===== src/design/rv_pkg.sv =====
/* Shared types for the RV32I subset core: opcodes, ALU operations, the
   instruction word views, decoded control and the memory bus structs */
package rv_pkg;

  localparam int XLEN       = 32;
  localparam int REG_ADDR_W = 5;

  // Major opcodes handled by the core, everything else is illegal
  typedef enum logic [6:0] {
    OP     = 7'b0110011,
    OP_IMM = 7'b0010011,
    LUI    = 7'b0110111,
    LOAD   = 7'b0000011,
    STORE  = 7'b0100011,
    BRANCH = 7'b1100011,
    JAL    = 7'b1101111
  } opcode_e;

  typedef enum logic [2:0] {
    ALU_ADD,
    ALU_SUB,
    ALU_AND,
    ALU_OR,
    ALU_XOR,
    ALU_PASS_B
  } alu_op_e;

  //////////////////////////////
  // Instruction formats
  //////////////////////////////

  typedef struct packed {
    logic [6:0] funct7;
    logic [4:0] rs2;
    logic [4:0] rs1;
    logic [2:0] funct3;
    logic [4:0] rd;
    logic [6:0] opcode;
  } instr_r_t;

  typedef struct packed {
    logic [11:0] imm;
    logic [4:0]  rs1;
    logic [2:0]  funct3;
    logic [4:0]  rd;
    logic [6:0]  opcode;
  } instr_i_t;

  typedef struct packed {
    logic [6:0] imm_hi;
    logic [4:0] rs2;
    logic [4:0] rs1;
    logic [2:0] funct3;
    logic [4:0] imm_lo;
    logic [6:0] opcode;
  } instr_s_t;

  // Branch offset is scattered, bit 0 is implied zero
  typedef struct packed {
    logic       imm_12;
    logic [5:0] imm_10_5;
    logic [4:0] rs2;
    logic [4:0] rs1;
    logic [2:0] funct3;
    logic [3:0] imm_4_1;
    logic       imm_11;
    logic [6:0] opcode;
  } instr_b_t;

  typedef struct packed {
    logic [19:0] imm;
    logic [4:0]  rd;
    logic [6:0]  opcode;
  } instr_u_t;

  typedef struct packed {
    logic       imm_20;
    logic [9:0] imm_10_1;
    logic       imm_11;
    logic [7:0] imm_19_12;
    logic [4:0] rd;
    logic [6:0] opcode;
  } instr_j_t;

  // One fetched word, read through whichever format its opcode selects
  typedef union packed {
    instr_r_t r;
    instr_i_t i;
    instr_s_t s;
    instr_b_t b;
    instr_u_t u;
    instr_j_t j;
  } instr_u;

  //////////////////////////////
  // Control and bus structs
  //////////////////////////////

  typedef struct packed {
    alu_op_e               alu_op;
    logic                  use_imm;
    logic                  rf_we;
    logic                  mem_req;
    logic                  mem_we;
    logic                  is_branch;
    logic                  branch_ne;
    logic                  is_jal;
    logic [REG_ADDR_W-1:0] rd;
  } ctrl_t;

  typedef struct packed {
    logic [XLEN-1:0] addr;
    logic            we;
    logic [3:0]      be;
    logic [XLEN-1:0] wdata;
  } mem_req_t;

  typedef struct packed {
    logic            gnt;
    logic            rvalid;
    logic [XLEN-1:0] rdata;
  } mem_rsp_t;

endpackage


===== src/design/rv_alu.sv =====
/* Combinational ALU for the supported integer operations, with an
   equality flag that the branch logic reads */
module rv_alu (
  input  rv_pkg::alu_op_e         op_i,
  input  logic [rv_pkg::XLEN-1:0] a_i,
  input  logic [rv_pkg::XLEN-1:0] b_i,
  output logic [rv_pkg::XLEN-1:0] result_o,
  output logic                    equal_o
);

  always_comb begin
    case (op_i)
      rv_pkg::ALU_ADD:    result_o = a_i + b_i;
      rv_pkg::ALU_SUB:    result_o = a_i - b_i;
      rv_pkg::ALU_AND:    result_o = a_i & b_i;
      rv_pkg::ALU_OR:     result_o = a_i | b_i;
      rv_pkg::ALU_XOR:    result_o = a_i ^ b_i;
      // LUI passes its immediate straight through
      rv_pkg::ALU_PASS_B: result_o = b_i;
      default:            result_o = '0;
    endcase
  end

  // BEQ/BNE decide on this flag alone
  assign equal_o = (a_i == b_i);

endmodule


===== src/design/rv_register_file.sv =====
/* Integer register file with two combinational read ports and one
   write port; x0 is not stored and always reads zero */
module rv_register_file (
  input  logic                          clk,
  input  logic                          rst_ni,
  input  logic [rv_pkg::REG_ADDR_W-1:0] raddr_a_i,
  input  logic [rv_pkg::REG_ADDR_W-1:0] raddr_b_i,
  input  logic [rv_pkg::REG_ADDR_W-1:0] waddr_i,
  input  logic                          we_i,
  input  logic [rv_pkg::XLEN-1:0]       wdata_i,
  output logic [rv_pkg::XLEN-1:0]       rdata_a_o,
  output logic [rv_pkg::XLEN-1:0]       rdata_b_o
);

  // Only x1..x31 exist as storage
  logic [rv_pkg::XLEN-1:0] regs_q [1:31];

  always_ff @(posedge clk or negedge rst_ni) begin
    if (!rst_ni) begin
      for (int r = 1; r < 32; r++) begin
        regs_q[r] <= '0;
      end
    end else if (we_i && (waddr_i != '0)) begin
      regs_q[waddr_i] <= wdata_i;
    end
  end

  assign rdata_a_o = (raddr_a_i == '0) ? '0 : regs_q[raddr_a_i];
  assign rdata_b_o = (raddr_b_i == '0) ? '0 : regs_q[raddr_b_i];

endmodule


===== src/design/rv_decoder.sv =====
/* Combinational decoder: turns the fetched word into control bits,
   register indices and the sign-extended immediate of its format */
module rv_decoder (
  input  rv_pkg::instr_u                instr_i,
  output rv_pkg::ctrl_t                 ctrl_o,
  output logic [rv_pkg::REG_ADDR_W-1:0] rs1_o,
  output logic [rv_pkg::REG_ADDR_W-1:0] rs2_o,
  output logic [rv_pkg::XLEN-1:0]       imm_o,
  output logic                          illegal_o
);

  logic [rv_pkg::XLEN-1:0] imm_i_type;
  logic [rv_pkg::XLEN-1:0] imm_s_type;
  logic [rv_pkg::XLEN-1:0] imm_b_type;
  logic [rv_pkg::XLEN-1:0] imm_u_type;
  logic [rv_pkg::XLEN-1:0] imm_j_type;

  // Register fields sit at the same bits in every format
  assign rs1_o = instr_i.r.rs1;
  assign rs2_o = instr_i.r.rs2;

  // Rebuild each immediate layout, sign bit is always instruction bit 31
  assign imm_i_type = {{20{instr_i.i.imm[11]}}, instr_i.i.imm};
  assign imm_s_type = {{20{instr_i.s.imm_hi[6]}}, instr_i.s.imm_hi, instr_i.s.imm_lo};
  assign imm_b_type = {{19{instr_i.b.imm_12}}, instr_i.b.imm_12, instr_i.b.imm_11,
                       instr_i.b.imm_10_5, instr_i.b.imm_4_1, 1'b0};
  assign imm_u_type = {instr_i.u.imm, 12'b0};
  assign imm_j_type = {{11{instr_i.j.imm_20}}, instr_i.j.imm_20, instr_i.j.imm_19_12,
                       instr_i.j.imm_11, instr_i.j.imm_10_1, 1'b0};

  always_comb begin
    ctrl_o        = '0;
    ctrl_o.alu_op = rv_pkg::ALU_ADD;
    ctrl_o.rd     = instr_i.r.rd;
    imm_o         = '0;
    illegal_o     = 1'b0;

    case (instr_i.r.opcode)
      rv_pkg::OP: begin
        ctrl_o.rf_we = 1'b1;
        case ({instr_i.r.funct7, instr_i.r.funct3})
          {7'b0000000, 3'b000}: ctrl_o.alu_op = rv_pkg::ALU_ADD;
          {7'b0100000, 3'b000}: ctrl_o.alu_op = rv_pkg::ALU_SUB;
          {7'b0000000, 3'b100}: ctrl_o.alu_op = rv_pkg::ALU_XOR;
          {7'b0000000, 3'b110}: ctrl_o.alu_op = rv_pkg::ALU_OR;
          {7'b0000000, 3'b111}: ctrl_o.alu_op = rv_pkg::ALU_AND;
          default:              illegal_o     = 1'b1;
        endcase
      end
      rv_pkg::OP_IMM: begin
        // ADDI only
        ctrl_o.rf_we   = 1'b1;
        ctrl_o.use_imm = 1'b1;
        imm_o          = imm_i_type;
        illegal_o      = (instr_i.i.funct3 != 3'b000);
      end
      rv_pkg::LUI: begin
        ctrl_o.alu_op  = rv_pkg::ALU_PASS_B;
        ctrl_o.rf_we   = 1'b1;
        ctrl_o.use_imm = 1'b1;
        imm_o          = imm_u_type;
      end
      rv_pkg::LOAD: begin
        ctrl_o.rf_we   = 1'b1;
        ctrl_o.use_imm = 1'b1;
        ctrl_o.mem_req = 1'b1;
        imm_o          = imm_i_type;
        illegal_o      = (instr_i.i.funct3 != 3'b010);
      end
      rv_pkg::STORE: begin
        ctrl_o.use_imm = 1'b1;
        ctrl_o.mem_req = 1'b1;
        ctrl_o.mem_we  = 1'b1;
        imm_o          = imm_s_type;
        illegal_o      = (instr_i.s.funct3 != 3'b010);
      end
      rv_pkg::BRANCH: begin
        // BEQ and BNE, compare rs1 against rs2
        ctrl_o.is_branch = 1'b1;
        ctrl_o.branch_ne = instr_i.b.funct3[0];
        imm_o            = imm_b_type;
        illegal_o        = (instr_i.b.funct3[2:1] != 2'b00);
      end
      rv_pkg::JAL: begin
        ctrl_o.rf_we  = 1'b1;
        ctrl_o.is_jal = 1'b1;
        imm_o         = imm_j_type;
      end
      default: begin
        illegal_o = 1'b1;
      end
    endcase
  end

endmodule


===== src/design/rv_if_stage.sv =====
/* Fetch stage: holds the PC, runs the instruction bus handshake and
   keeps the fetched word for the decoder until the next fetch */
module rv_if_stage #(
  parameter logic [rv_pkg::XLEN-1:0] BootAddr = 32'h0000_0000
) (
  input  logic                    clk,
  input  logic                    rst_ni,
  input  logic                    fetch_start_i,
  input  logic                    pc_load_i,
  input  logic [rv_pkg::XLEN-1:0] pc_target_i,
  input  rv_pkg::mem_rsp_t        instr_rsp_i,
  output logic                    instr_req_valid_o,
  output rv_pkg::mem_req_t        instr_req_o,
  output rv_pkg::instr_u          instr_o,
  output logic [rv_pkg::XLEN-1:0] pc_o,
  output logic                    fetch_done_o
);

  logic [rv_pkg::XLEN-1:0] pc_q;
  logic                    req_q;
  logic                    wait_q;
  logic                    launch;
  rv_pkg::instr_u          instr_q;

  // A start is only taken with no request or response pending
  assign launch = fetch_start_i && !req_q && !wait_q;

  // Valid goes up in the start cycle, then held by req_q until gnt
  assign instr_req_valid_o = launch || req_q;
  assign fetch_done_o      = wait_q && instr_rsp_i.rvalid;

  // Read-only word access at the current PC
  always_comb begin
    instr_req_o       = '0;
    instr_req_o.addr  = pc_q;
    instr_req_o.we    = 1'b0;
    instr_req_o.be    = 4'b1111;
    instr_req_o.wdata = '0;
  end

  always_ff @(posedge clk or negedge rst_ni) begin
    if (!rst_ni) begin
      req_q  <= 1'b0;
      wait_q <= 1'b0;
    end else begin
      if (instr_req_valid_o && instr_rsp_i.gnt) begin
        req_q  <= 1'b0;
        wait_q <= 1'b1;
      end else if (launch) begin
        req_q <= 1'b1;
      end
      if (fetch_done_o) begin
        wait_q <= 1'b0;
      end
    end
  end

  // Sequential advance at fetch end, jumps and taken branches override
  always_ff @(posedge clk or negedge rst_ni) begin
    if (!rst_ni) begin
      pc_q <= BootAddr;
    end else if (pc_load_i) begin
      pc_q <= pc_target_i;
    end else if (fetch_done_o) begin
      pc_q <= pc_q + rv_pkg::XLEN'(4);
    end
  end

  always_ff @(posedge clk) begin
    if (fetch_done_o) begin
      instr_q <= instr_rsp_i.rdata;
    end
  end

  assign instr_o = instr_q;
  assign pc_o    = pc_q;

endmodule


===== src/design/rv_load_store_unit.sv =====
/* Data bus handshake for aligned word loads and stores; one access at a
   time, started by the core and finished when the response returns */
module rv_load_store_unit (
  input  logic                    clk,
  input  logic                    rst_ni,
  input  logic                    start_i,
  input  logic                    we_i,
  input  logic [rv_pkg::XLEN-1:0] addr_i,
  input  logic [rv_pkg::XLEN-1:0] wdata_i,
  input  rv_pkg::mem_rsp_t        data_rsp_i,
  output logic                    data_req_valid_o,
  output rv_pkg::mem_req_t        data_req_o,
  output logic [rv_pkg::XLEN-1:0] rdata_o,
  output logic                    done_o
);

  typedef enum logic [1:0] {
    LSU_IDLE,
    LSU_REQ,
    LSU_WAIT
  } lsu_state_e;

  lsu_state_e       state_q;
  rv_pkg::mem_req_t req_q;

  always_ff @(posedge clk or negedge rst_ni) begin
    if (!rst_ni) begin
      state_q <= LSU_IDLE;
    end else begin
      case (state_q)
        LSU_IDLE: begin
          if (start_i) begin
            state_q <= LSU_REQ;
          end
        end
        LSU_REQ: begin
          if (data_rsp_i.gnt) begin
            state_q <= LSU_WAIT;
          end
        end
        LSU_WAIT: begin
          if (data_rsp_i.rvalid) begin
            state_q <= LSU_IDLE;
          end
        end
        default: state_q <= LSU_IDLE;
      endcase
    end
  end

  // Request fields frozen at start, held through the grant wait
  always_ff @(posedge clk) begin
    if (start_i && (state_q == LSU_IDLE)) begin
      req_q.addr  <= {addr_i[rv_pkg::XLEN-1:2], 2'b00};
      req_q.we    <= we_i;
      req_q.be    <= 4'b1111;
      req_q.wdata <= wdata_i;
    end
  end

  assign data_req_valid_o = (state_q == LSU_REQ);
  assign data_req_o       = req_q;

  // Store responses carry no data, the core only writes back on loads
  assign done_o  = (state_q == LSU_WAIT) && data_rsp_i.rvalid;
  assign rdata_o = data_rsp_i.rdata;

endmodule


===== src/design/rv_core.sv =====
/* Top level of the non-pipelined RV32I subset core. Sequences fetch,
   execute and memory phases and exposes the two request/grant buses */
module rv_core #(
  parameter logic [rv_pkg::XLEN-1:0] BootAddr = 32'h0000_0000
) (
  input  logic             clk,
  input  logic             rst_ni,
  input  logic             fetch_enable_i,
  input  rv_pkg::mem_rsp_t instr_rsp_i,
  input  rv_pkg::mem_rsp_t data_rsp_i,
  output logic             instr_req_valid_o,
  output rv_pkg::mem_req_t instr_req_o,
  output logic             data_req_valid_o,
  output rv_pkg::mem_req_t data_req_o,
  output logic             halted_o
);

  typedef enum logic [1:0] {
    S_FETCH,
    S_EXEC,
    S_MEM,
    S_HALT
  } state_e;

  state_e                        state_q;
  logic                          fetch_start;
  logic                          fetch_done;
  logic                          pc_load;
  logic [rv_pkg::XLEN-1:0]       pc_target;
  logic [rv_pkg::XLEN-1:0]       pc_if;
  logic [rv_pkg::XLEN-1:0]       pc_cur;
  rv_pkg::instr_u                instr;
  rv_pkg::ctrl_t                 ctrl;
  logic [rv_pkg::REG_ADDR_W-1:0] rs1;
  logic [rv_pkg::REG_ADDR_W-1:0] rs2;
  logic [rv_pkg::XLEN-1:0]       imm;
  logic                          illegal;
  logic [rv_pkg::XLEN-1:0]       rs1_data;
  logic [rv_pkg::XLEN-1:0]       rs2_data;
  logic [rv_pkg::XLEN-1:0]       alu_b;
  logic [rv_pkg::XLEN-1:0]       alu_result;
  logic                          alu_equal;
  logic                          lsu_start;
  logic                          lsu_done;
  logic [rv_pkg::XLEN-1:0]       lsu_rdata;
  logic                          exec_ok;
  logic                          branch_taken;
  logic                          rf_we;
  logic [rv_pkg::XLEN-1:0]       rf_wdata;

  //////////////////////////////
  // Sequencing FSM
  //////////////////////////////

  always_ff @(posedge clk or negedge rst_ni) begin
    if (!rst_ni) begin
      state_q <= S_FETCH;
    end else begin
      case (state_q)
        S_FETCH: if (fetch_done) state_q <= S_EXEC;
        S_EXEC: begin
          if (illegal) begin
            state_q <= S_HALT;
          end else if (ctrl.mem_req) begin
            state_q <= S_MEM;
          end else begin
            state_q <= S_FETCH;
          end
        end
        S_MEM:   if (lsu_done) state_q <= S_FETCH;
        default: state_q <= S_HALT;
      endcase
    end
  end

  // Held for the whole fetch phase, the fetch stage only acts when idle
  assign fetch_start = (state_q == S_FETCH) && fetch_enable_i;
  assign exec_ok     = (state_q == S_EXEC) && !illegal;
  assign lsu_start   = exec_ok && ctrl.mem_req;
  assign halted_o    = (state_q == S_HALT);

  //////////////////////////////
  // Next PC
  //////////////////////////////

  // The fetch stage has already stepped past this instruction
  assign pc_cur       = pc_if - rv_pkg::XLEN'(4);
  assign pc_target    = pc_cur + imm;
  assign branch_taken = ctrl.is_branch && (ctrl.branch_ne ? !alu_equal : alu_equal);
  assign pc_load      = exec_ok && (ctrl.is_jal || branch_taken);

  //////////////////////////////
  // Operands and writeback
  //////////////////////////////

  assign alu_b = ctrl.use_imm ? imm : rs2_data;

  // ALU, branch and jump results land in EXEC, loads on their rvalid
  assign rf_we = (exec_ok && ctrl.rf_we && !ctrl.mem_req) ||
                 ((state_q == S_MEM) && lsu_done && ctrl.rf_we);

  always_comb begin
    if (state_q == S_MEM) begin
      rf_wdata = lsu_rdata;
    end else if (ctrl.is_jal) begin
      rf_wdata = pc_if;
    end else begin
      rf_wdata = alu_result;
    end
  end

  rv_if_stage #(
    .BootAddr (BootAddr)
  ) u_if_stage (
    .clk               (clk),
    .rst_ni            (rst_ni),
    .fetch_start_i     (fetch_start),
    .pc_load_i         (pc_load),
    .pc_target_i       (pc_target),
    .instr_rsp_i       (instr_rsp_i),
    .instr_req_valid_o (instr_req_valid_o),
    .instr_req_o       (instr_req_o),
    .instr_o           (instr),
    .pc_o              (pc_if),
    .fetch_done_o      (fetch_done)
  );

  rv_decoder u_decoder (
    .instr_i   (instr),
    .ctrl_o    (ctrl),
    .rs1_o     (rs1),
    .rs2_o     (rs2),
    .imm_o     (imm),
    .illegal_o (illegal)
  );

  rv_register_file u_register_file (
    .clk       (clk),
    .rst_ni    (rst_ni),
    .raddr_a_i (rs1),
    .raddr_b_i (rs2),
    .waddr_i   (ctrl.rd),
    .we_i      (rf_we),
    .wdata_i   (rf_wdata),
    .rdata_a_o (rs1_data),
    .rdata_b_o (rs2_data)
  );

  rv_alu u_alu (
    .op_i     (ctrl.alu_op),
    .a_i      (rs1_data),
    .b_i      (alu_b),
    .result_o (alu_result),
    .equal_o  (alu_equal)
  );

  rv_load_store_unit u_load_store_unit (
    .clk              (clk),
    .rst_ni           (rst_ni),
    .start_i          (lsu_start),
    .we_i             (ctrl.mem_we),
    .addr_i           (alu_result),
    .wdata_i          (rs2_data),
    .data_rsp_i       (data_rsp_i),
    .data_req_valid_o (data_req_valid_o),
    .data_req_o       (data_req_o),
    .rdata_o          (lsu_rdata),
    .done_o           (lsu_done)
  );

endmodule


===== config.mk =====
export PLATFORM = sky130hd
export DESIGN_NAME = rv_core
export DESIGN_NICKNAME = d
export VERILOG_FILES = /design/src/design/rv_pkg.sv /design/src/design/rv_alu.sv /design/src/design/rv_register_file.sv /design/src/design/rv_decoder.sv /design/src/design/rv_if_stage.sv /design/src/design/rv_load_store_unit.sv /design/src/design/rv_core.sv
export SDC_FILE = /design/constraint.sdc
export NUM_CORES = 2
export LEC_CHECK = 0
export BUFFER_PORTS_ARGS = -buffer_cell sky130_fd_sc_hd__buf_2
export CAP_MARGIN = 20
export CORE_UTILIZATION = 58
export CTS_CLUSTER_DIAMETER = 120
export CTS_CLUSTER_SIZE = 40
export DETAILED_ROUTE_END_ITERATION = 6
export GPL_ROUTABILITY_DRIVEN = 0
export PLACE_DENSITY = 0.78
export REMOVE_ABC_BUFFERS = 1
export SLEW_MARGIN = 5
export SYNTH_ARGS = -nofsm -noshare
export SYNTH_HDL_FRONTEND = slang
export SYNTH_HIERARCHICAL = 1
export SYNTH_SLANG_ARGS = --single-unit

===== constraint.sdc =====
create_clock -name clk -period 6.5 [get_ports clk]
set_clock_uncertainty 0.15 [all_clocks]
set_input_delay 1.3 -clock clk [delete_from_list [all_inputs] [get_ports clk]]
set_output_delay 1.3 -clock clk [all_outputs]
set_load 0.05 [all_outputs]

==> run_results.csv <==
group,metric,value,unit
floorplan,dieHeight,348,microns
timing,max_freq,155,MHz
outcome,status,"finished with violations",
setup_path,timing.rr.end,"u_register_file/regs_q[126]",
routing,first_pass_iters,7,
setup_path,worstPathRequired,6.95,ns
setup_path,path_max_fanout,31,
placement,place_area,0.0723,sq mm
synthesis,syn-instance-count,5613,
routing,routed_wl,231000,microns
synthesis,synth_top_cells_by_area,"dfrtp_1 37%, mux2_2 14%, mux4_2 13%, mux2_1 4.4%, edfxtp_1 4.1%",
floorplan,initial_core_util,58.6,%
synthesis,yosysTopAreaCellShare,37.1,%
timing,hold_viol,0,
timing,setup_viol,0,
synthesis,synth.cell_area,0.0694,sq mm
synthesis,yosysSeqAreaShare,41.2,%
timing,worstMarginPinSlew,1.17,ns
floorplan,row_count,126,
synthesis,synth_cell_type_count,121,
setup_path,startpoint,"u_if_stage/instr_o[20]",
finish,nets,5762,
setup_path,critPathLaunchType,"flip-flop",
clock_tree,cts.sinks,1125,
setup_path,end_kind,"flip-flop",
power,combPwrFrac,2.0,%
clock_tree,root_buffer,"clkbuf_16",
power,switchingPower,2.51,mW
power,seqPwrFrac,65.6,%
outcome,failed_checks,"DRC",
timing,finalCriticalPeriod,6.47,ns
global_routing,gr-total-overflow,0,
global_routing,grt_pass1_vias,50000,
worst_hold_path,hp-class,"reg2reg",
finish,stdcell_count,7149,
timing,drv_slew,0,
global_routing,grt_max_degree,153,
timing,relSlewSlack,22.3,%
synthesis,synth_ff_type,"dfrtp_1",
synthesis,synth_warnings,6,
setup_path,setup.worst_path.end,"u_register_file/regs_q[126]",
floorplan,fp.dieW,348,microns
global_routing,grt_pass1_wl,336000,microns
clock_tree,cts_htree_levels,2,
routing,num_vias,51400,
power,power.density,146,mW/mm^2
synthesis,yosys-top-cells-count,"1030 x dfrtp_1, 856 x mux2_2, 401 x mux4_2",
floorplan,pin_count,212,
placement,dp_cells,7077,
synthesis,yosys.cell_count.top_type,"dfrtp_1",
synthesis,yosys_register_bits,1125,
setup_path,worstPathArrival,6.92,ns
finish,area_growth_syn_to_layout,6.21,%
setup_path,reg2regPathDepth,24,
routing,ant_nets,0,
floorplan,die-area,0.121,sq mm
clock_tree,tritoncts,"yes",
global_routing,track_usage,37.8,%
synthesis,synth_area_per_cell,12.4,sq um
finish,design_area,0.0737,sq mm
setup_path,r2r-start,"u_if_stage/instr_o[20]",
routing,drt_iter0_markers,8065,
timing,worst_slack,0.0283,ns
floorplan,core,0.118,sq mm
power,internal-power,8.27,mW
setup_path,reg2reg_setup_slack,0.03,ns
clock_tree,cts_buffers,37,
routing,viasPerCell,7.19,
placement,hpwl,148000,microns
clock_tree,postCtsHoldBufs,0,
power,clockPowerShare,32.3,%
routing,drc,5,
placement,io_buffers,168,
clock_tree,clk_pin_slew,0.15,ns
routing,routedWlPerCell,32.4,microns
power,ir_drop,0.000192,V
power,sw_frac_of_total,23.3,%
global_routing,antenna_found_initial,9,
run,drv_cap,0,
setup_path,critical_path_class,"reg2reg",
finish,drive_gt1_share,34.1,%
power,p_leak,34.3,nW
placement,dp_slack,0.0326,ns
clock_tree,clk_path_buf_depth,3,
synthesis,synth_largest_area_cell,"dfrtp_1",
clock_tree,clk_latency,0.71,ns
synthesis,ys_async_sr_fraction,91.6,%
synthesis,synth_edf_count,95,
timing,period_share,99.6,%
-- state kept, by name, indices dropped and copies added, names as in the netlist --
signal                        flops
u_load_store_unit/state_q         2
u_register_file/regs_q          992
u_if_stage/pc_o                  32
u_if_stage/wait_q                 1
state_q                           2
u_if_stage/instr_o               32
u_if_stage/req_q                  1
u_load_store_unit/data_req_o     63
-- worst min-delay path by stage --
stage	from	end	slack (ns)	cells after the start
finish	u_register_file/regs_q[785]	u_register_file/regs_q[785]	0.38	1
global placement	u_register_file/regs_q[117]	u_register_file/regs_q[117]	0.33	1
floorplan	u_register_file/regs_q[770]	u_register_file/regs_q[770]	0.32	1
CTS	u_register_file/regs_q[390]	u_register_file/regs_q[390]	0.37	1
detailed placement	u_register_file/regs_q[646]	u_register_file/regs_q[646]	0.35	1
global route	u_register_file/regs_q[114]	u_register_file/regs_q[114]	0.39	1
-- critical path, cell delays in order (launching register included) --
cell,delay (ns)
edfxtp_1,0.53
buf_12,0.21
nor2b_4,0.36
buf_4,0.24
buf_4,0.20
a221oi_1,0.10
nor3_1,0.26
a31oi_1,0.08
o21ai_1,0.39
mux2_2,0.27
inv_1,0.07
ha_1,0.52
a21oi_1,0.16
o31ai_1,0.39
nor2_1,0.14
a21oi_2,0.24
a311oi_2,0.18
and4bb_1,0.31
nor3_2,0.05
xnor2_1,0.13
a221o_1,0.42
mux2i_1,0.25
o21ai_1,0.17
buf_12,0.24
mux2_1,0.30
-- cells by family (layout without fill, tap and decap cells) --
| family | Yosys count | after routing | synth area share, % |
|---|---|---|---|
| xor+xnor | 54 | 54 | 0.681 |
| compound gates | 853 | 854 | 8.53 |
| other cells | 4 | 47 | 0.0216 |
| fa+ha+maj | 169 | 169 | 3.08 |
| buf+inv | 846 | 738 | 5.93 |
| simple gates | 787 | 787 | 5.62 |
| mux | 1775 | 1775 | 34.9 |
| flops | 1125 | 1125 | 41.2 |
-- cell usage in the layout, fill, tap and decap left out, types with 64 or more instances in the layout --
| master | Yosys | layout |
|---|---|---|
| dfrtp_1 | 1030 | 1030 |
| inv_1 | 230 | 230 |
| nor2_1 | 175 | 162 |
| edfxtp_1 | 95 | 95 |
| buf_2 | 140 | 167 |
| mux2_2 | 856 | 856 |
| a221oi_1 | 65 | 65 |
| mux2_1 | 273 | 273 |
| o21ai_1 | 51 | 64 |
| ha_1 | 166 | 166 |
| nor2b_1 | 89 | 83 |
| buf_12 | 0 | 68 |
| buf_4 | 153 | 203 |
| nor3_1 | 67 | 65 |
| nand2_1 | 248 | 236 |
| mux4_2 | 401 | 401 |
| a21oi_1 | 176 | 176 |
| o21ai_0 | 124 | 91 |
| mux2i_1 | 241 | 241 |
-- routing by layer --
metal	wire, microns	vias up	track usage (%)	share of wire, %
met5	60	-	0	0.026
met2	96700	3793	53.6	42
met4	16900	10	22.0	7.3
met1	85100	26200	51.0	37
li1	-	20500	-	-
met3	32600	848	12.4	14
-- power groups by stage --
stage	Combinational (mW)	Clock, mW	Sequential, mW
5_1_grt	0.249	3.71	7.08
2_1_floorplan	0.0570	0	7.21
3_5_place_dp	0.226	0	7.21
4_1_cts	0.227	3.51	7.08
6_report	0.220	3.49	7.08
3_3_place_gp	0.224	0	7.21
-- stage by stage --
stage                     hold slack (ns)  setup TNS [ns]  util, %  power [mW]
final                               0.376               0     62.3        10.8
after global placement              0.331               0     61.1        7.44
after floorplan                     0.320        -9616.71        -        7.27
after global routing                0.394         -0.0635     62.3        11.0
after detailed placement            0.346               0     61.1        7.44
after CTS                           0.372               0     62.1        10.8
-- layout make-up --
| class | count | area (sq um) |
|---|---|---|
| timing repair buffer | 443 | 3820 |
| tap | 1600 | 2000 |
| clock buffer | 52 | 1010 |
| sequential | 1125 | 28600 |
| inverter | 233 | 875 |
| antenna | 4 | 10.0 |
| clock inverter | 10 | 188 |
| fill | 8839 | 44700 |
| multi-input combinational | 3682 | 37200 |
-- what timing repair did --
action	in CTS	in global routing
hold endpoints to repair	0	0
buffers inserted	0	4
pin swaps	0	1
endpoints found under the setup margin	24	551
gates cloned	0	1
resized for setup	2	17
(Power assumes the default switching activity.)
